`src/axil_mem_pkg.sv`:
```
`default_nettype none

package axil_mem_pkg;

    // Bus and memory geometry
    localparam int AXI_ADDR_W  = 12;            // 4 KiB byte address space
    localparam int DATA_W      = 32;
    localparam int STRB_W      = DATA_W / 8;    // Byte lanes per word
    localparam int MEM_DEPTH   = 512;           // 2 KiB of words
    localparam int WORD_ADDR_W = $clog2(MEM_DEPTH);

    // Lowest byte address outside the RAM, upper half of the map
    localparam logic [AXI_ADDR_W-1:0] MEM_BYTES = AXI_ADDR_W'(MEM_DEPTH * STRB_W);

    // AXI response codes, EXOKAY and DECERR never produced
    typedef enum logic [1:0] {
        OKAY   = 2'b00,
        SLVERR = 2'b10
    } resp_e;

    // Channel controller phase
    typedef enum logic [1:0] {
        IDLE      = 2'd0,   // Waiting for an address
        ACCESS    = 2'd1,   // Request raised, waiting for grant
        WAIT_DATA = 2'd2,   // Read only, RAM output valid this cycle
        RESPOND   = 2'd3    // Response presented on B or R
    } chan_state_e;

    // Which requester wins the next contended cycle
    typedef enum logic {
        OWN_WR = 1'b0,
        OWN_RD = 1'b1
    } owner_e;

endpackage

`default_nettype wire

```
`src/mem_req_if.sv`:
```
`timescale 1ns/10ps
`default_nettype none

// One requester to the RAM port arbiter
interface mem_req_if;

    logic                                 req;    // Held until gnt seen
    logic                                 gnt;    // Combinational from arbiter
    logic [axil_mem_pkg::WORD_ADDR_W-1:0] addr;   // Word address
    logic [axil_mem_pkg::DATA_W-1:0]      wdata;
    logic [axil_mem_pkg::STRB_W-1:0]      wstrb;
    logic [axil_mem_pkg::DATA_W-1:0]      rdata;  // Valid the cycle after gnt

    modport requester (
        output req, addr, wdata, wstrb,
        input  gnt, rdata
    );

    modport arbiter (
        input  req, addr, wdata, wstrb,
        output gnt, rdata
    );

endinterface

`default_nettype wire

```
`src/bram_port_arbiter.sv`:
```
`timescale 1ns/10ps
`default_nettype none

// Shares the single RAM port between the write and read controllers
module bram_port_arbiter (
    input  logic                                 clk,
    input  logic                                 arst_n,
    mem_req_if.arbiter                           wr,
    mem_req_if.arbiter                           rd,
    output logic [axil_mem_pkg::WORD_ADDR_W-1:0] ram_addr,
    output logic [axil_mem_pkg::DATA_W-1:0]      ram_din,
    output logic [axil_mem_pkg::STRB_W-1:0]      ram_we,
    input  logic [axil_mem_pkg::DATA_W-1:0]      ram_dout
);

    axil_mem_pkg::owner_e owner;

    logic contend;   // Both sides asking this cycle
    logic gnt_wr;
    logic gnt_rd;

    assign contend = wr.req && rd.req;

    // Lone requester always wins, owner breaks ties
    assign gnt_wr = wr.req && (!rd.req || owner == axil_mem_pkg::OWN_WR);
    assign gnt_rd = rd.req && (!wr.req || owner == axil_mem_pkg::OWN_RD);

    assign wr.gnt = gnt_wr;
    assign rd.gnt = gnt_rd;

    // Priority passes to the loser after a tie
    always_ff @(posedge clk or negedge arst_n) begin
        if (!arst_n)
            owner <= axil_mem_pkg::OWN_WR;
        else if (contend)
            owner <= (owner == axil_mem_pkg::OWN_WR) ? axil_mem_pkg::OWN_RD
                                                     : axil_mem_pkg::OWN_WR;
    end

    assign ram_addr = gnt_wr ? wr.addr : rd.addr;
    assign ram_din  = wr.wdata;                   // Only the write side carries data
    assign ram_we   = gnt_wr ? wr.wstrb : '0;     // Idle and read grants leave memory alone

    assign rd.rdata = ram_dout;
    assign wr.rdata = '0;

endmodule

`default_nettype wire

```
`src/flat_wrapper.sv`:
```
// flat-port wrapper written by rule: the top's interface ports become plain ports
module bram_port_arbiter_flat 
  (clk, arst_n, ram_addr, ram_din, ram_we, ram_dout, wr_req, wr_addr, wr_wdata, wr_wstrb, wr_gnt, wr_rdata, rd_req, rd_addr, rd_wdata, rd_wstrb, rd_gnt, rd_rdata);
  mem_req_if wr_i ();
  mem_req_if rd_i ();
  input  logic clk;
  input  logic arst_n;
  output logic [axil_mem_pkg::WORD_ADDR_W-1:0] ram_addr;
  output logic [axil_mem_pkg::DATA_W-1:0] ram_din;
  output logic [axil_mem_pkg::STRB_W-1:0] ram_we;
  input  logic [axil_mem_pkg::DATA_W-1:0] ram_dout;
  input wire logic [$bits(wr_i.req)-1:0] wr_req;
  input wire logic [$bits(wr_i.addr)-1:0] wr_addr;
  input wire logic [$bits(wr_i.wdata)-1:0] wr_wdata;
  input wire logic [$bits(wr_i.wstrb)-1:0] wr_wstrb;
  output wire logic [$bits(wr_i.gnt)-1:0] wr_gnt;
  output wire logic [$bits(wr_i.rdata)-1:0] wr_rdata;
  input wire logic [$bits(rd_i.req)-1:0] rd_req;
  input wire logic [$bits(rd_i.addr)-1:0] rd_addr;
  input wire logic [$bits(rd_i.wdata)-1:0] rd_wdata;
  input wire logic [$bits(rd_i.wstrb)-1:0] rd_wstrb;
  output wire logic [$bits(rd_i.gnt)-1:0] rd_gnt;
  output wire logic [$bits(rd_i.rdata)-1:0] rd_rdata;
  assign wr_i.req = wr_req;
  assign wr_i.addr = wr_addr;
  assign wr_i.wdata = wr_wdata;
  assign wr_i.wstrb = wr_wstrb;
  assign wr_gnt = wr_i.gnt;
  assign wr_rdata = wr_i.rdata;
  assign rd_i.req = rd_req;
  assign rd_i.addr = rd_addr;
  assign rd_i.wdata = rd_wdata;
  assign rd_i.wstrb = rd_wstrb;
  assign rd_gnt = rd_i.gnt;
  assign rd_rdata = rd_i.rdata;
  bram_port_arbiter u_core (.clk(clk), .arst_n(arst_n), .wr(wr_i), .rd(rd_i), .ram_addr(ram_addr), .ram_din(ram_din), .ram_we(ram_we), .ram_dout(ram_dout));
endmodule
```
`config.mk`:
```
export PLATFORM = sky130hd
export DESIGN_NAME = bram_port_arbiter_flat
export DESIGN_NICKNAME = d
export VERILOG_FILES = /design/src/axil_mem_pkg.sv /design/src/mem_req_if.sv /design/src/bram_port_arbiter.sv /design/src/flat_wrapper.sv
export SDC_FILE = /design/constraint.sdc
export NUM_CORES = 1
export LEC_CHECK = 0
export BUFFER_PORTS_ARGS = -buffer_cell sky130_fd_sc_hd__clkbuf_2
export CAP_MARGIN = 20
export CORE_AREA = 3 3 90 92
export DETAILED_ROUTE_END_ITERATION = 10
export DIE_AREA = 0 0 93 95
export GPL_TIMING_DRIVEN = 0
export SYNTH_ARGS = -nofsm -noshare
export SYNTH_HDL_FRONTEND = slang
export SYNTH_SLANG_ARGS = --single-unit
```
`constraint.sdc`:
```
create_clock -name clk -period 1.58 [get_ports clk]
set_input_delay 0.395 -clock clk [delete_from_list [all_inputs] [get_ports clk]]
set_output_delay 0.395 -clock clk [all_outputs]
set_load 0.05 [all_outputs]
```
; ---- After elaboration in Yosys (flattened, before gate mapping)
; Index checks and enable logic that the tools add are counted.
[totals]
in_bits = 126
ff_bits = 1
[classes]
n_reduce_logical = 7
muxes = 3
bitwise_logic = 1
[ops]
columns = operator, n
row1 = $mux W9, 1
row2 = $mux W4, 1
row3 = $logic_and A1 B1 Y1, 3
row4 = $logic_not A1 Y1, 2
row5 = $logic_or A1 B1 Y1, 2
row6 = $mux W1, 1
row7 = $not A1 Y1, 1

; ---- Logic depth before layout (Yosys ltp)
[logic_depth]
word_depth = 4
ltp_mapped = 3
ltp_nobuf = 2

; ---- Worst setup path after synthesis
; No wires, ideal clock.
[synth_timing]
kind = register to output
start = reg u_core.owner
end = out rd_gnt
setup_slack_ns = -0.402
t_arrival_ns = 1.587
n_path_buf = 0
required_time_ns = 1.185
stages_incl_launch_ff = 3
path_cell_list = dfrtp_1 -> inv_1 -> a21boi_0
[synth_between]
elab_chain_len = 2
[synth_rtl]
columns = item, line
row1 = from (decl), bram_port_arbiter.sv:16  ; axil_mem_pkg::owner_e owner;
row2 = from (signal assigned), bram_port_arbiter.sv:34  ; owner <= axil_mem_pkg::OWN_WR;
row3 = from (signal assigned), bram_port_arbiter.sv:36  ; owner <= (owner == axil_mem_pkg::OWN_WR) ? axil_mem_pkg::OWN_RD
row4 = $logic_or A1 B1 Y1, bram_port_arbiter.sv:26  ; assign gnt_rd = rd.req && (!wr.req || owner == axil_mem_pkg::OWN_RD);
row5 = $logic_and A1 B1 Y1, bram_port_arbiter.sv:26
row6 = to (decl), flat_wrapper.sv:22  ; output wire logic [$bits(rd_i.gnt)-1:0] rd_gnt;
; Every way passes these cells.

; ---- Worst setup path after layout
[layout_timing]
start = in wr_req
end = out ram_addr[3] in the netlist's numbering
[layout_between]
elab_chain_len = 2
[layout_rtl]
columns = item, line
row1 = from (decl), flat_wrapper.sv:12  ; input wire logic [$bits(wr_i.req)-1:0] wr_req;
row2 = $logic_and A1 B1 Y1, bram_port_arbiter.sv:25  ; assign gnt_wr = wr.req && (!rd.req || owner == axil_mem_pkg::OWN_WR);
row3 = $mux W9, bram_port_arbiter.sv:40  ; assign ram_addr = gnt_wr ? wr.addr : rd.addr;
row4 = to (decl), flat_wrapper.sv:8  ; output logic [axil_mem_pkg::WORD_ADDR_W-1:0] ram_addr;
; Every way passes these cells.

==> results.cfg <==
[grt]
grt_start_max_net_pins = 7
global_route_wire_length_before_repair_um = 4070
grt.overflow.total = 0
grt_antenna_before_repair = 0
vias_in_the_first_global_route = 858
grt_util_all_layers_pct = 5.53

[finish]
stdcell_area_um2 = 2000
layout_commonest_cell = sky130_fd_sc_hd__buf_4
fillers = 761
fin_nets = 386
most-common-layout-cells = sky130_fd_sc_hd__buf_4 (97), sky130_fd_sc_hd__clkbuf_2 (88), sky130_fd_sc_hd__conb_1 (32), sky130_fd_sc_hd__buf_8 (13), sky130_fd_sc_hd__mux2_4 (9)
reg_top3 = u_core.owner x1
area_delta_synth_final_pct = 110
post_layout_nonfiller_instances = 357
registers.top_by_ff_count = u_core.owner
post_route_cells_drive_above_1_share_pct = 86.0
diodes = 0
largest_register_ffs = 1

[timing]
finalMaxSlewViolations = 0
finalSetupViolCount = 14
fmaxAchievable_mhz = 560
period_needed_ns = 1.79
timing.hold.ws_ns = 0.170
finalSetupTns_ns = -2.34
timing.final.hold_violations = 0
grt_setup_unrepaired = true
layout_setup_ws_ns = -0.207
finalClockSkew_ns = 0
timing.final.crit_share_pct = 113

[critical_path]
cp.required_ns = 1.18
cp.arrival_ns = 1.39
worstSetupStartpointType = input pin
endpoint_kind_of_the_worst_setup_timing_path = output port
path_class = in -> out
critical_path.max_fanout = 6

[die]
floorplan.die.height_um = 95
top_level_ports = 237
die_x_um = 93
die_area_um2 = 8840
std_cell_rows = 31
floorplan.core_area_um2 = 7290
starting_density_of_the_core_pct = 13.1

[logic_synthesis]
postSynthAreaPerCell_um2 = 8.15
yosys_register_bits = 1
synth_sequential_area_ratio_pct = 2.62
synthesis.instances = 117
number_of_library_cell_types_mapped_by_synthesis = 12
yosys_warnings = 0
syn-cell-area_um2 = 953

[placement]
dpl.hpwl_um = 2990
number_of_i_o_port_buffers = 104
dpl.cell_count = 351
routabilityCongestion = 0.663
place_area_um2 = 1730

[route]
dr.first_iter.drc_count = 6
dr_total_vias = 1029
routed_wire_length_per_instance_um = 9.11
drt-total-wl_um = 3250
drc_errors = 0
routed_via_density = 2.88
drtAntennaViolNets = 0
firstDrtPassIters = 3

[status]
outcome = complete, but fails checks
failed_checks = negative setup slack

[clocking]
clkSlewWorstSetupHoldPaths_ns = 0
worst_skew_pair.late_latency_ns = 0
ctsHoldBuffers = 0

[hold_path]
hold_path.class = in -> async

[power]
cellPowerDensity_nw_per_um2 = 719
ir_drop_uv = 155
static-leakage-power_nw = 1.25

[run]
drv.max_cap_violation_count = 0
-- where the power goes --
group	internal (mW)	switching (mW)
Combinational	0.535	0.845
Clock	0	0
Sequential	0.0394	0.0189
-- Yosys cell counts (all sizes together) --
cell	number	area (µm²)
xnor2	1	8.76
and2	4	30.0
a21boi	2	26.3
dfrtp	1	25.0
inv	1	3.75
nand2	1	3.75
buf	97	732
mux2	9	120
conb	1	3.75
-- cell type report --
cell class / instances / area [µm²] / share of cell area [%]
Buffer: 97 / 741 / 37.0
Sequential cell: 1 / 25.0 / 1.25
Inverter: 1 / 3.75 / 0.188
Multi-Input combinational cell: 49 / 333 / 16.6
Tap cell: 99 / 124 / 6.19
Timing Repair Buffer: 110 / 774 / 38.7
-- cell families after synthesis --
group                     count (synthesis)  share of synthesized area, %
AOI/OAI and AO/OA                         2                          2.76
xor gates and xnor gates                  1                         0.919
buffers and inverters                    98                          77.2
DFF                                       1                          2.62
muxes                                     9                          12.6
other                                     1                         0.393
and+or+nand+nor                           5                          3.54
-- metal layers --
| metal | vias to the layer above | share of wire (%) | GRT usage (%) |
|---|---|---|---|
| li1 | 514 | - | - |
| met2 | 108 | 57 | 12.2 |
| met4 | 0 | 0 | 0 |
| met3 | 0 | 19 | 2.55 |
| met1 | 407 | 25 | 4.60 |
| met5 | - | 0 | 0 |
-- final timing paths --
check                             start      endpoint  slack [ns]  cells past startpoint
min reg2reg                u_core.owner  u_core.owner        0.54                      1
max in group asynchronous        arst_n  u_core.owner        1.32                      1
max                              wr_req   ram_addr[3]       -0.21                      5
max reg2reg                u_core.owner  u_core.owner        0.90                      1
min                              arst_n  u_core.owner        0.17                      1
min in group clk           u_core.owner  u_core.owner        0.54                      1
-- critical path, stage by stage --
cell and delay (ns):
sky130_fd_sc_hd__buf_8 0.07, sky130_fd_sc_hd__a21boi_4 0.29, sky130_fd_sc_hd__buf_12 0.17, sky130_fd_sc_hd__mux2_4 0.31, sky130_fd_sc_hd__buf_8 0.15
-- what timing repair did --
action	CTS	global route
resized for setup	37	22
setup buffers	4	2
pin swaps	0	1
endpoints found under the setup margin	14	14
-- stage by stage --
| step | utilization (%) | worst slack (ns) | total power [mW] |
|---|---|---|---|
| final | 27.4 | -0.207 | 1.44 |
| after global placement | 23.7 | -0.291 | 1.22 |
| after CTS | 26.7 | -0.222 | 1.37 |
| after global routing | 27.4 | -0.246 | 1.50 |
| after detailed placement | 23.7 | -0.311 | 1.22 |
| after floorplan | - | -0.0237 | 1.05 |
Note: power is estimated with default switching activity, not from simulation.
