==> config.mk <==
export PLATFORM = sky130hd
export DESIGN_NAME = axil_write_ctrl_flat
export DESIGN_NICKNAME = d
export VERILOG_FILES = /design/src/axil_mem_pkg.sv /design/src/mem_req_if.sv /design/src/axil_write_ctrl.sv /design/src/flat_wrapper.sv
export SDC_FILE = /design/constraint.sdc
export NUM_CORES = 1
export LEC_CHECK = 0
export ABC_AREA = 1
export BUFFER_PORTS_ARGS = -buffer_cell sky130_fd_sc_hd__buf_2
export CORE_ASPECT_RATIO = 0.6
export CORE_MARGIN = 2
export CORE_UTILIZATION = 39
export CTS_CLUSTER_SIZE = 10
export DETAILED_ROUTE_END_ITERATION = 10
export PLACE_DENSITY = 0.94
export SETUP_SLACK_MARGIN = 0.02
export SYNTH_ARGS = -nofsm -noshare
export SYNTH_HDL_FRONTEND = slang
export SYNTH_SLANG_ARGS = --single-unit
==> constraint.sdc <==
create_clock -name clk -period 11.48 [get_ports clk]
set_input_delay 0.574 -clock clk [delete_from_list [all_inputs] [get_ports clk]]
set_output_delay 0.574 -clock clk [all_outputs]
set_load 0.01 [all_outputs]
==> src/axil_mem_pkg.sv <==
`default_nettype none

package axil_mem_pkg;

    // Bus and memory geometry
    localparam int AXI_ADDR_W  = 12;            // 4 KiB byte address space
    localparam int DATA_W      = 32;
    localparam int STRB_W      = DATA_W / 8;    // Byte lanes per word
    localparam int MEM_DEPTH   = 512;           // 2 KiB of words
    localparam int WORD_ADDR_W = $clog2(MEM_DEPTH);

    // Lowest byte address outside the RAM, upper half of the map
    localparam logic [AXI_ADDR_W-1:0] MEM_BYTES = AXI_ADDR_W'(MEM_DEPTH * STRB_W);

    // AXI response codes, EXOKAY and DECERR never produced
    typedef enum logic [1:0] {
        OKAY   = 2'b00,
        SLVERR = 2'b10
    } resp_e;

    // Channel controller phase
    typedef enum logic [1:0] {
        IDLE      = 2'd0,   // Waiting for an address
        ACCESS    = 2'd1,   // Request raised, waiting for grant
        WAIT_DATA = 2'd2,   // Read only, RAM output valid this cycle
        RESPOND   = 2'd3    // Response presented on B or R
    } chan_state_e;

    // Which requester wins the next contended cycle
    typedef enum logic {
        OWN_WR = 1'b0,
        OWN_RD = 1'b1
    } owner_e;

endpackage

`default_nettype wire

==> src/mem_req_if.sv <==
`timescale 1ns/10ps
`default_nettype none

// One requester to the RAM port arbiter
interface mem_req_if;

    logic                                 req;    // Held until gnt seen
    logic                                 gnt;    // Combinational from arbiter
    logic [axil_mem_pkg::WORD_ADDR_W-1:0] addr;   // Word address
    logic [axil_mem_pkg::DATA_W-1:0]      wdata;
    logic [axil_mem_pkg::STRB_W-1:0]      wstrb;
    logic [axil_mem_pkg::DATA_W-1:0]      rdata;  // Valid the cycle after gnt

    modport requester (
        output req, addr, wdata, wstrb,
        input  gnt, rdata
    );

    modport arbiter (
        input  req, addr, wdata, wstrb,
        output gnt, rdata
    );

endinterface

`default_nettype wire

==> src/axil_write_ctrl.sv <==
`timescale 1ns/10ps
`default_nettype none

// AXI4-Lite write channel, one transaction at a time
module axil_write_ctrl (
    input  logic                                clk,
    input  logic                                arst_n,
    input  logic                                awvalid,
    output logic                                awready,
    input  logic [axil_mem_pkg::AXI_ADDR_W-1:0] awaddr,
    input  logic                                wvalid,
    output logic                                wready,
    input  logic [axil_mem_pkg::DATA_W-1:0]     wdata,
    input  logic [axil_mem_pkg::STRB_W-1:0]     wstrb,
    output logic                                bvalid,
    input  logic                                bready,
    output axil_mem_pkg::resp_e                 bresp,
    mem_req_if.requester                        mem
);

    axil_mem_pkg::chan_state_e state, state_nxt;

    logic                                 accept;    // AW and W taken together
    logic                                 in_range;
    logic [axil_mem_pkg::WORD_ADDR_W-1:0] addr_q;
    logic [axil_mem_pkg::DATA_W-1:0]      data_q;
    logic [axil_mem_pkg::STRB_W-1:0]      strb_q;
    axil_mem_pkg::resp_e                  resp_q;

    assign accept   = (state == axil_mem_pkg::IDLE) && awvalid && wvalid;
    assign in_range = awaddr < axil_mem_pkg::MEM_BYTES;

    // Both channels handshake on the same cycle
    assign awready = accept;
    assign wready  = accept;

    always_comb begin
        state_nxt = state;
        unique case (state)
            axil_mem_pkg::IDLE:
                if (accept)
                    state_nxt = in_range ? axil_mem_pkg::ACCESS : axil_mem_pkg::RESPOND;
            axil_mem_pkg::ACCESS:
                if (mem.gnt) state_nxt = axil_mem_pkg::RESPOND;  // RAM written this cycle
            axil_mem_pkg::RESPOND:
                if (bready) state_nxt = axil_mem_pkg::IDLE;
            default: state_nxt = axil_mem_pkg::IDLE;             // WAIT_DATA unused here
        endcase
    end

    always_ff @(posedge clk or negedge arst_n) begin
        if (!arst_n)
            state <= axil_mem_pkg::IDLE;
        else
            state <= state_nxt;
    end

    // Payload captured on acceptance
    always_ff @(posedge clk) begin
        if (accept) begin
            addr_q <= awaddr[axil_mem_pkg::WORD_ADDR_W+1:2];  // Drop byte offset
            data_q <= wdata;
            strb_q <= wstrb;
            resp_q <= in_range ? axil_mem_pkg::OKAY : axil_mem_pkg::SLVERR;
        end
    end

    assign mem.req   = (state == axil_mem_pkg::ACCESS);
    assign mem.addr  = addr_q;
    assign mem.wdata = data_q;
    assign mem.wstrb = strb_q;

    assign bvalid = (state == axil_mem_pkg::RESPOND);
    assign bresp  = resp_q;

endmodule

`default_nettype wire

==> src/flat_wrapper.sv <==
// flat-port wrapper written by rule: the top's interface ports become plain ports
module axil_write_ctrl_flat 
  (clk, arst_n, awvalid, awready, awaddr, wvalid, wready, wdata, wstrb, bvalid, bready, bresp, mem_req, mem_addr, mem_wdata, mem_wstrb, mem_gnt, mem_rdata);
  mem_req_if mem_i ();
  input  logic clk;
  input  logic arst_n;
  input  logic awvalid;
  output logic awready;
  input  logic [axil_mem_pkg::AXI_ADDR_W-1:0] awaddr;
  input  logic wvalid;
  output logic wready;
  input  logic [axil_mem_pkg::DATA_W-1:0] wdata;
  input  logic [axil_mem_pkg::STRB_W-1:0] wstrb;
  output logic bvalid;
  input  logic bready;
  output axil_mem_pkg::resp_e bresp;
  output wire logic [$bits(mem_i.req)-1:0] mem_req;
  output wire logic [$bits(mem_i.addr)-1:0] mem_addr;
  output wire logic [$bits(mem_i.wdata)-1:0] mem_wdata;
  output wire logic [$bits(mem_i.wstrb)-1:0] mem_wstrb;
  input wire logic [$bits(mem_i.gnt)-1:0] mem_gnt;
  input wire logic [$bits(mem_i.rdata)-1:0] mem_rdata;
  assign mem_req = mem_i.req;
  assign mem_addr = mem_i.addr;
  assign mem_wdata = mem_i.wdata;
  assign mem_wstrb = mem_i.wstrb;
  assign mem_i.gnt = mem_gnt;
  assign mem_i.rdata = mem_rdata;
  axil_write_ctrl u_core (.clk(clk), .arst_n(arst_n), .awvalid(awvalid), .awready(awready), .awaddr(awaddr), .wvalid(wvalid), .wready(wready), .wdata(wdata), .wstrb(wstrb), .bvalid(bvalid), .bready(bready), .bresp(bresp), .mem(mem_i));
endmodule
Yosys cells after proc, flatten, opt, wreduce, memory -nomap -nowiden --
Cells that the tools add are included.
Word-level totals: register bits 49, output and inout bits 51
Operators by class: magnitude comparators 1, equal/unequal tests 5, mux-type cells 6, reduce and logical (&&, ||, !) cells 4
Operators with widths (number):
- less-than comparator 12 bit, second input constant | 1
- two-way mux 2 bit | 5
- case mux 2 bit (3 select lines) | 1
- != test 2 x 1 -> 1 bit, second input constant | 2
- AND reduction 3 bit | 1
- == test 2 x 1 -> 1 bit, second input constant | 1
- == test 2 bit, second input constant | 1
- logical AND 1 bit | 2
- zero test 2 bit | 1
- != test 2 bit, second input constant | 1

Logic depth before layout (Yosys ltp) --
depth after elaboration 5, gate-level depth with buffers 5, mapped depth without buffers 5

Least setup slack after synthesis --
OpenSTA, ideal clock, no wires.
kind in2out, from in awvalid, to out wready, data arrival time 5.911 ns, setup slack 4.995 ns, cell stages on the path 3, buffers on the path 1, cells stage by stage inv_1 > nor4_1 > buf_4
Between the ends: cells in the longest elaborated chain, start to end 2
Ends and longest elaborated chain:
- start: declaration | line flat_wrapper.sv:7 | input logic awvalid;
- logical AND 1 bit (2 in series) | line axil_write_ctrl.sv:30 | assign accept = (state == axil_mem_pkg::IDLE) && awvalid && wvalid;
- end: declaration | line flat_wrapper.sv:11 | output logic wready;
No other way between the ends.

Worst setup path after layout --
from reg u_core.state[1], to out awready
Between the ends: cells in the longest elaborated chain, start to end 3
Ends and longest elaborated chain:
- start: declaration | line axil_write_ctrl.sv:21 | axil_mem_pkg::chan_state_e state, state_nxt;
- start signal: assignment | line axil_write_ctrl.sv:53 | state <= axil_mem_pkg::IDLE;
- start signal: assignment | line axil_write_ctrl.sv:55 | state <= state_nxt;
- zero test 2 bit | line axil_write_ctrl.sv:30
- logical AND 1 bit (2 in series) | line axil_write_ctrl.sv:30
- end: declaration | line flat_wrapper.sv:8 | output logic awready;
No other way between the ends.

==> flow_summary.toml <==
[clock_tree]
path_clk_slew_ps = 70
clk-insertion-delay-late_ps = 280
post_cts_resized = 0
cts-htree-levels = 2
postCtsHoldBufs = 0
cts_buffers = 5
cts.sinks = 48
post_cts_buffers = 0
cts_tree = "built"
cts_buffer_depth = 2
cts-root-buf = "clkbuf_8"

[sta]
relSlewSlack_pct = 61.3
period_needed_ps = 2390
setup_violations = 0
finalCritPeriodShare_pct = 20.8
clock_skew_ps = 5.34
rsz0062_at_grt = "false"
fin_setup_tns_ps = 0
max_freq_ghz = 0.419
report.final.slew_viol_count = 0
worst-slew-pin-transition_ps = 581
finalHoldViolCount = 0

[layout]
multi_input_area_um2 = 65.1
drive_gt1_share_pct = 61.9
nNetsFinal = 263
seq_area_um2 = 1430
nFillCells = 291
area_growth_pct = 43.2
antenna_cells = 0
final_area_um2 = 2190

[global_routing]
antenna_found_initial = 0
grt_max_degree = 49
gr-usage-all-layers_pct = 13.6
grt-ovfl-total = 0
first_global_vias = 962
grt_pass1_wl_mm = 4.36

[status]
status = "completed"

[pwr]
power.leakage_nw = 0.967
power.density_nw_per_um2 = 178
peakVddDrop_uv = 97.2
power_mw = 0.391

[drt]
wl_mm = 3.02
drc = 0
vias = 993
routedWlPerCell_um = 13.6
ant_nets = 0
drt-initial-drc-count = 26
firstDrtPassIters = 5
via_per_inst = 4.45

[worst_setup_path]
cp_max_fo = 48
crit_path_end_kind = "primary output"
startpoint_type = "flop"
crit_path_start = "u_core.state[1]$_DFFE_PN0P_"
critPathKind = "flop to primary output"
worstPathRequired_ps = 10910
cp.arrival_ps = 1810
r2r-start = "u_core.state[1]$_DFFE_PN0P_"

[yosys]
syn_area_um2 = 1530
synth_top_area_share_pct = 90.2
avgSynthCellArea_um2 = 21.9
syn_inst = 70
ys_top_cells_by_area = "edfxtp_1 90%, dfrtp_1 3.3%, inv_1 1.7%, nand3_1 0.98%, buf_4 0.98%"
ys_types = 11
ys_warn_count = 0
synth_top_area_cell = "edfxtp_1"
synth_seq_cells = 48
ys_seq_area_share_pct = 93.5
synth_fp_nets = 156

[floorplan]
die_h_um = 52.5
die_x_um = 84.9
rows = 17
die_area_um2 = 4460
ios = 137
core_um2 = 3720
initial_core_util_pct = 41.1

[run]
maxCapViolations = 0

[place]
numPortBuffers = 101
routabilityCongestion = 0.731
place_area_um2 = 2090
dp_hpwl_mm = 2.39

[min_path]
hold_path.class = "primary input to async pin"
[area by class of cell]
| class | instances | area share, % |
|---|---|---|
| sequential | 48 | 65.3 |
| timing repair buffer | 102 | 23.4 |
| clock buffer | 5 | 3.14 |
| multi-input combinational | 13 | 2.97 |
| tap | 47 | 2.68 |
| clock inverter | 1 | 1.37 |
| inverter | 7 | 1.20 |
[state kept, by name, indices dropped and copies added, names as in the netlist]
name / cells
u_core.state: 2
u_core.mem.wdata: 32
u_core.bresp: 1
u_core.mem.addr: 9
u_core.mem.wstrb: 4
[cells in the final DEF (no fill, tap or decap), drive strengths merged]
cell type,count
inv,7
nand3,3
nand2,4
and2,1
o21ai,1
buf,102
bufinv,1
nor2,2
dfrtp,2
nor4,1
edfxtp,46
conb,1
clkbuf,5
[cells by family (layout without fill, tap and decap cells)]
kind of cell | Yosys count | in the layout | synth area share [%]
flops | 48 | 48 | 93.5
simple gates | 11 | 11 | 3.27
buf+inv | 9 | 115 | 2.70
other cells | 1 | 1 | 0.245
compound gates | 1 | 1 | 0.326
[synthesized netlist by cell type]
| cell type | number |
|---|---|
| nor2_1 | 2 |
| buf_4 | 2 |
| edfxtp_1 | 46 |
| inv_1 | 7 |
| nand2_1 | 4 |
| and2_1 | 1 |
| nand3_1 | 3 |
| o21ai_1 | 1 |
| dfrtp_1 | 2 |
| nor4_1 | 1 |
| conb_1 | 1 |
[metal layers]
| metal | up-vias | share of wire, % | GRT usage, % |
|---|---|---|---|
| met5 | - | 0 | 0 |
| met4 | 0 | 0.23 | 3.97 |
| met3 | 2 | 11 | 6.93 |
| met2 | 47 | 55 | 25.7 |
| met1 | 479 | 34 | 13.3 |
| li1 | 465 | - | - |
[worst max-delay path, stage by stage, from the launching register on]
cell and delay, ps:
dfrtp_1 460, nor4_2 290, buf_4 520, buf_2 240
[worst paths after layout]
check	end	slack, ps	cells past startpoint
worst min register to register	u_core.state[0]$_DFFE_PN0P_	700	2
max in group asynchronous	u_core.state[1]$_DFFE_PN0P_	11320	1
worst min-delay path	u_core.state[0]$_DFFE_PN0P_	70	1
min in group clk	u_core.mem.wdata[14]$_DFFE_PP_	460	1
worst max-delay path	awready	9090	3
worst max register to register	u_core.mem.wdata[18]$_DFFE_PP_	9830	2
[power by group]
part           switching (mW)  internal (mW)  total (mW)
sequential            0.00914          0.215       0.224
combinational          0.0337         0.0242      0.0579
clock                  0.0467         0.0624       0.109
total                  0.0895          0.301       0.391
[stage by stage]
stage               worst slack [ps]  hold WS, ps  utilization (%)  instances
floorplan                       4990          278                -         70
global placement                9240          361             56.3        217
detailed placement              9220          366             56.3        217
CTS                             9060         57.2             58.9        223
global route                    8940         51.0             58.9        223
finish                          9090         66.0             58.9        223
No activity file was read; power rests on OpenSTA's default activity.
