**src/axil_mem_pkg.sv**
```systemverilog
`default_nettype none

package axil_mem_pkg;

    // Bus and memory geometry
    localparam int AXI_ADDR_W  = 12;            // 4 KiB byte address space
    localparam int DATA_W      = 32;
    localparam int STRB_W      = DATA_W / 8;    // Byte lanes per word
    localparam int MEM_DEPTH   = 512;           // 2 KiB of words
    localparam int WORD_ADDR_W = $clog2(MEM_DEPTH);

    // Lowest byte address outside the RAM, upper half of the map
    localparam logic [AXI_ADDR_W-1:0] MEM_BYTES = AXI_ADDR_W'(MEM_DEPTH * STRB_W);

    // AXI response codes, EXOKAY and DECERR never produced
    typedef enum logic [1:0] {
        OKAY   = 2'b00,
        SLVERR = 2'b10
    } resp_e;

    // Channel controller phase
    typedef enum logic [1:0] {
        IDLE      = 2'd0,   // Waiting for an address
        ACCESS    = 2'd1,   // Request raised, waiting for grant
        WAIT_DATA = 2'd2,   // Read only, RAM output valid this cycle
        RESPOND   = 2'd3    // Response presented on B or R
    } chan_state_e;

    // Which requester wins the next contended cycle
    typedef enum logic {
        OWN_WR = 1'b0,
        OWN_RD = 1'b1
    } owner_e;

endpackage

`default_nettype wire

```
**src/mem_req_if.sv**
```systemverilog
`timescale 1ns/10ps
`default_nettype none

// One requester to the RAM port arbiter
interface mem_req_if;

    logic                                 req;    // Held until gnt seen
    logic                                 gnt;    // Combinational from arbiter
    logic [axil_mem_pkg::WORD_ADDR_W-1:0] addr;   // Word address
    logic [axil_mem_pkg::DATA_W-1:0]      wdata;
    logic [axil_mem_pkg::STRB_W-1:0]      wstrb;
    logic [axil_mem_pkg::DATA_W-1:0]      rdata;  // Valid the cycle after gnt

    modport requester (
        output req, addr, wdata, wstrb,
        input  gnt, rdata
    );

    modport arbiter (
        input  req, addr, wdata, wstrb,
        output gnt, rdata
    );

endinterface

`default_nettype wire

```
**src/axil_read_ctrl.sv**
```systemverilog
`timescale 1ns/10ps
`default_nettype none

// AXI4-Lite read channel, one transaction at a time
module axil_read_ctrl (
    input  logic                                clk,
    input  logic                                arst_n,
    input  logic                                arvalid,
    output logic                                arready,
    input  logic [axil_mem_pkg::AXI_ADDR_W-1:0] araddr,
    output logic                                rvalid,
    input  logic                                rready,
    output logic [axil_mem_pkg::DATA_W-1:0]     rdata,
    output axil_mem_pkg::resp_e                 rresp,
    mem_req_if.requester                        mem
);

    axil_mem_pkg::chan_state_e state, state_nxt;

    logic                                 accept;
    logic                                 in_range;
    logic [axil_mem_pkg::WORD_ADDR_W-1:0] addr_q;
    logic [axil_mem_pkg::DATA_W-1:0]      data_q;   // Held while R stalls
    axil_mem_pkg::resp_e                  resp_q;

    assign accept   = (state == axil_mem_pkg::IDLE) && arvalid;
    assign in_range = araddr < axil_mem_pkg::MEM_BYTES;
    assign arready  = accept;

    always_comb begin
        state_nxt = state;
        unique case (state)
            axil_mem_pkg::IDLE:
                if (accept)
                    state_nxt = in_range ? axil_mem_pkg::ACCESS : axil_mem_pkg::RESPOND;
            axil_mem_pkg::ACCESS:
                if (mem.gnt) state_nxt = axil_mem_pkg::WAIT_DATA;
            axil_mem_pkg::WAIT_DATA:
                state_nxt = axil_mem_pkg::RESPOND;       // RAM output captured here
            axil_mem_pkg::RESPOND:
                if (rready) state_nxt = axil_mem_pkg::IDLE;
            default: state_nxt = axil_mem_pkg::IDLE;
        endcase
    end

    always_ff @(posedge clk or negedge arst_n) begin
        if (!arst_n)
            state <= axil_mem_pkg::IDLE;
        else
            state <= state_nxt;
    end

    always_ff @(posedge clk) begin
        if (accept) begin
            addr_q <= araddr[axil_mem_pkg::WORD_ADDR_W+1:2];
            resp_q <= in_range ? axil_mem_pkg::OKAY : axil_mem_pkg::SLVERR;
            if (!in_range)
                data_q <= '0;                             // Out of range reads as zero
        end else if (state == axil_mem_pkg::WAIT_DATA) begin
            data_q <= mem.rdata;
        end
    end

    // Read side never writes
    assign mem.req   = (state == axil_mem_pkg::ACCESS);
    assign mem.addr  = addr_q;
    assign mem.wdata = '0;
    assign mem.wstrb = '0;

    assign rvalid = (state == axil_mem_pkg::RESPOND);
    assign rdata  = data_q;
    assign rresp  = resp_q;

endmodule

`default_nettype wire

```
**src/flat_wrapper.sv**
```systemverilog
// flat-port wrapper written by rule: the top's interface ports become plain ports
module axil_read_ctrl_flat 
  (clk, arst_n, arvalid, arready, araddr, rvalid, rready, rdata, rresp, mem_req, mem_addr, mem_wdata, mem_wstrb, mem_gnt, mem_rdata);
  mem_req_if mem_i ();
  input  logic clk;
  input  logic arst_n;
  input  logic arvalid;
  output logic arready;
  input  logic [axil_mem_pkg::AXI_ADDR_W-1:0] araddr;
  output logic rvalid;
  input  logic rready;
  output logic [axil_mem_pkg::DATA_W-1:0] rdata;
  output axil_mem_pkg::resp_e rresp;
  output wire logic [$bits(mem_i.req)-1:0] mem_req;
  output wire logic [$bits(mem_i.addr)-1:0] mem_addr;
  output wire logic [$bits(mem_i.wdata)-1:0] mem_wdata;
  output wire logic [$bits(mem_i.wstrb)-1:0] mem_wstrb;
  input wire logic [$bits(mem_i.gnt)-1:0] mem_gnt;
  input wire logic [$bits(mem_i.rdata)-1:0] mem_rdata;
  assign mem_req = mem_i.req;
  assign mem_addr = mem_i.addr;
  assign mem_wdata = mem_i.wdata;
  assign mem_wstrb = mem_i.wstrb;
  assign mem_i.gnt = mem_gnt;
  assign mem_i.rdata = mem_rdata;
  axil_read_ctrl u_core (.clk(clk), .arst_n(arst_n), .arvalid(arvalid), .arready(arready), .araddr(araddr), .rvalid(rvalid), .rready(rready), .rdata(rdata), .rresp(rresp), .mem(mem_i));
endmodule
```
**config.mk**
```make
export PLATFORM = sky130hd
export DESIGN_NAME = axil_read_ctrl_flat
export DESIGN_NICKNAME = d
export VERILOG_FILES = /design/src/axil_mem_pkg.sv /design/src/mem_req_if.sv /design/src/axil_read_ctrl.sv /design/src/flat_wrapper.sv
export SDC_FILE = /design/constraint.sdc
export NUM_CORES = 1
export LEC_CHECK = 0
export ABC_AREA = 0
export BUFFER_PORTS_ARGS = -buffer_cell sky130_fd_sc_hd__buf_2
export CORE_MARGIN = 2
export CORE_UTILIZATION = 40
export DETAILED_ROUTE_END_ITERATION = 7
export GPL_ROUTABILITY_DRIVEN = 0
export PLACE_DENSITY = 0.8
export SKIP_CTS_REPAIR_TIMING = 1
export SLEW_MARGIN = 0
export SYNTH_ARGS = -nofsm -noshare
export SYNTH_HDL_FRONTEND = slang
export SYNTH_SLANG_ARGS = --single-unit
```
**constraint.sdc**
```tcl
create_clock -name clk -period 2.6 [get_ports clk]
set_input_delay 0.13 -clock clk [delete_from_list [all_inputs] [get_ports clk]]
set_output_delay 0.13 -clock clk [all_outputs]
set_load 0.01 [all_outputs]
```
## Yosys cells after proc, flatten, opt, wreduce, memory -nomap -nowiden

Cells that the tools add are included.

- Reduce and logical (&&, ||, !) cells: 5
- Eq/ne operators: 7
- Order comparisons: 1
- Mux-type cells: 9

Operators with widths:

| cell | count |
|---|---|
| $mux W32 | 3 |
| $lt A12 B12 Y1 const B | 1 |
| $mux W2 | 5 |
| $pmux W2 S4 | 1 |
| $eq A2 B2 Y1 const B | 2 |
| $ne A2 B1 Y1 const B | 2 |
| $ne A2 B2 Y1 const B | 2 |
| $reduce_and A3 Y1 | 1 |
| $eq A2 B1 Y1 const B | 1 |
| $logic_not A2 Y1 | 1 |
| $reduce_and A2 Y1 | 1 |
| $reduce_bool A2 Y1 | 1 |
| $logic_and A1 B1 Y1 | 1 |

- Output and inout bits: 82
- Word-level logic and storage cells: 26
- Flip-flop bits (word level): 45

## Depth between registers and ports, before layout

- Depth after elaboration: 4
- Depth in mapped cells: 5

## Worst setup path before layout

Ideal clock, no wire load.

- Path type: flip-flop to flip-flop
- From: reg u_core.state[0]
- To: reg u_core.data_q (netlist bit u_core.rdata[0]) (enable)
- Clock period less this slack: 1.740 ns
- Setup slack: 0.860 ns
- Stages on the path, launching flop included: 5
- Arrival time: 1.366 ns
- Library setup time: 0.375 ns
- Path through: dfrtp_1 -> inv_1 -> ha_1 -> nand2_1 -> mux2_2

- Word-level cells in the longest chain between the ends: 4
- Elaborated cells between the ends (all ways): 6
- Classes of those cells: eq/ne: 2; reduce/logical: 4

RTL lines:

| what | RTL line | text |
|---|---|---|
| start, declared | axil_read_ctrl.sv:18 | `axil_mem_pkg::chan_state_e state, state_nxt;` |
| start signal, assigned | axil_read_ctrl.sv:48 | `state <= axil_mem_pkg::IDLE;` |
| start signal, assigned | axil_read_ctrl.sv:50 | `state <= state_nxt;` |
| $logic_not A2 Y1 | axil_read_ctrl.sv:26 | `assign accept = (state == axil_mem_pkg::IDLE) && arvalid;` |
| $logic_and A1 B1 Y1 | axil_read_ctrl.sv:26 |  |
| $ne A2 B2 Y1 (no line) or $reduce_bool A2 Y1 (tied branches) | n/a |  |
| $reduce_and A2 Y1 (no line) (*) | n/a |  |
| end signal, assigned | axil_read_ctrl.sv:60 | `data_q <= mem.rdata;` |
| end, declared | axil_read_ctrl.sv:23 | `logic [axil_mem_pkg::DATA_W-1:0] data_q;` |

Mark *: on every way between the ends. The rest lies on a longest branch, timed or not.
A chain may end at the register's enable or synchronous reset.

## Final worst setup path

- From: reg u_core.state[0]
- To: out arready

- Word-level cells in the longest chain between the ends: 2

RTL lines:

| what | RTL line | text |
|---|---|---|
| $logic_not A2 Y1 | axil_read_ctrl.sv:26 |  |
| $logic_and A1 B1 Y1 | axil_read_ctrl.sv:26 |  |
| end, declared | flat_wrapper.sv:8 | `output logic arready;` |

No other way between the ends.

==> flow_summary.ini <==
[outcome]
status = finished clean

[power_and_ir_drop]
vdd_drop_max_uv = 487
p_leak_nw = 1.15
powerDensity_nw_per_um2 = 993

[setup_path]
cp_data_required_time_ns = 2.47
critPathKind = reg -> out
arrival_ns = 1.84
cp_cell_sequence = inv_1 -> ha_1 -> nand2_1 -> buf_4 -> inv_1 -> buf_2
cp_max_fo = 33
rr_worst_depth = 4
critical_path.top_delay_family = buffers and inverters
reg2reg_to = u_core.rdata[21]
r2r_start = u_core.state[0]
critPathMostFrequentCell = inv_1
r2r_setup_slack_ns = 0.73
crit_slowest_cell = dfrtp_1
cp_num_buf_inv = 4
max_stage_delay_ns = 0.41
critPathLaunchType = flop
worstSetupEndpointType = primary output

[placed_design]
io_buffers = 91
dp_hpwl_um = 2560

[worst_hold_path]
min-delay-path-class = in -> reg
min-delay-start = araddr[9]
hold_end = u_core.mem.addr[7]
hold_path_depth = 1

[final_layout]
utilization_pct = 52.3
seq_area_um2 = 1310
synthToLayoutAreaGrowth_pct = 26.9
nets = 286
multiInputGateArea_um2 = 460
fillers = 398
num_antenna_cells = 0
drive_gt1_share_pct = 42.9

[die]
die_w_um = 73.8
start_util_pct = 41.2
fp.dieH_um = 73.8
num_rows = 25
coreArea_um2 = 4720
die_area_um2 = 5440
boundaryPins = 131

[sta]
final.min_clock_period_ns = 1.97
worst_pin_slew_ns = 0.708
hold_viol = 0
timing.fmax_mhz = 507
setup_viol = 0
fin_crit_sh_pct = 75.8
slew_headroom_pct = 52.8
slew_viol_final = 0
skew_ns = 0.00365
fin_tns_setup_ns = 0
rsz0062_at_grt = no

[job]
maxCapViolations = 0

[global_routing]
antenna_found_initial = 0
grt_pass1_wl_um = 4630
overflow = 0
grt_max_degree = 34
grt_pass1_vias = 971
gr-usage-all-layers_pct = 11.5

[detailed_routing]
drc = 0
drt_iter0_drc = 53
totalWireLength_um = 3340
post_drt_via_cell_ratio = 3.88
drtAntennaViolNets = 0
first_pass_iters = 4
vias = 1165
wl_per_cell_um = 11.1

[yosys]
yosys_register_bits = 44
synth-async-reset-ratio_pct = 4.55
yosys-top-cells-count = edfxtp_1 (42), buf_4 (37), and2_1 (32)
yosysUniqueCellTypes = 13
post-synth-top-area-fraction_pct = 64.7
synth_area_um2 = 1950
yosys_warnings = 0
synth_most_common_cell = edfxtp_1
yosysTopAreaCell = edfxtp_1
synth-seq-area-share_pct = 67.3
synth.avg_cell_area_um2 = 14.4
ys.flop_type = edfxtp_1
synth_area_leaders = edfxtp_1 (65%), buf_4 (14%), and2_1 (10%), ha_1 (3.2%), dfrtp_1 (2.6%)
synth-edff-count = 42
synthCells = 135

[clock_tree]
htreeDepth = 2
cts_sinks = 44
clk_pin_slew_worst_paths_ns = 0.08
cts_tree = yes
insertion_delay_ns = 0.29
cts-root-buf = clkbuf_8
numCtsBuffers = 5
clock_path_buffers = 2
## per-stage QoR
step	hold WS [ns]	worst slack, ns	instances	cell area [um^2]	total power (W)
finish	0.0101	0.629	300	2470	0.00245
detailed placement	-0.0822	0.703	290	2340	0.00198
global placement	-0.0823	0.765	290	2340	0.00195
global route	0.00133	0.473	300	2470	0.00261
CTS	-0.399	0.610	298	2450	0.00249
floorplan	-0.166	0.860	171	2080	0.00169
## where the power goes
| group | leakage (nW) | switching [W] | internal (W) |
|---|---|---|---|
| clock network | 0.0558 | 0.000221 | 0.000284 |
| registers | 0.421 | 0.0000571 | 0.00112 |
| logic | 0.676 | 0.000479 | 0.000295 |
| total | 1.15 | 0.000757 | 0.00170 |
## layer usage
metal	GRT usage (%)	wire length, um
met3	4.94	413
met4	4.85	55
met2	19.1	1590
met5	0	0
met1	12.8	1280
## registers in the layout (all words and copies together), names as in the netlist
| name | cells |
|---|---|
| u_core.mem.addr | 9 |
| u_core.rdata | 32 |
| u_core.rresp | 1 |
| u_core.state | 2 |
## cell usage in the layout, fill, tap and decap left out, drive strengths merged
cell	n
buf	92
edfxtp	42
conb	37
and2	32
inv	6
ha	5
clkbuf	5
mux2i	3
dlygate4sd3	2
dfrtp	2
clkinv	2
nand2	1
mux2	1
nor2	1
a222oi	1
bufinv	1
## final cells by class
cell class                 instances  area share (%)
clock buffer                       5            2.78
timing repair buffer              94            19.5
sequential                        44            53.0
inverter                           6           0.911
tap                               67            3.39
clock inverter                     3            1.72
multi-input combinational         81            18.6
## how the worst max path moves through the flow
stage | from | end | slack (ns) | cells after the start
2_1_floorplan | u_core.state[0] | u_core.rdata[0] | 0.86 | 4
3_3_place_gp | u_core.state[0] | u_core.rdata[2] | 0.76 | 4
3_5_place_dp | u_core.state[0] | u_core.rdata[10] | 0.70 | 4
4_1_cts | u_core.state[0] | arready | 0.61 | 6
5_1_grt | u_core.state[0] | arready | 0.47 | 6
6_report | u_core.state[0] | arready | 0.63 | 6
## cells by family (layout without fill, tap and decap cells)
logic type / count (synthesis) / after routing / share of synthesized area (%)
buffers and inverters: 46 / 108 / 16.0
flip-flops: 44 / 44 / 67.3
AND/OR/NAND/NOR: 34 / 34 / 10.7
adder cells (fa/ha/maj): 5 / 5 / 3.21
multiplexers: 4 / 4 / 2.12
other: 1 / 37 / 0.192
AO/OA/AOI/OAI: 1 / 1 / 0.514
Power figures use the tool's default switching activity.
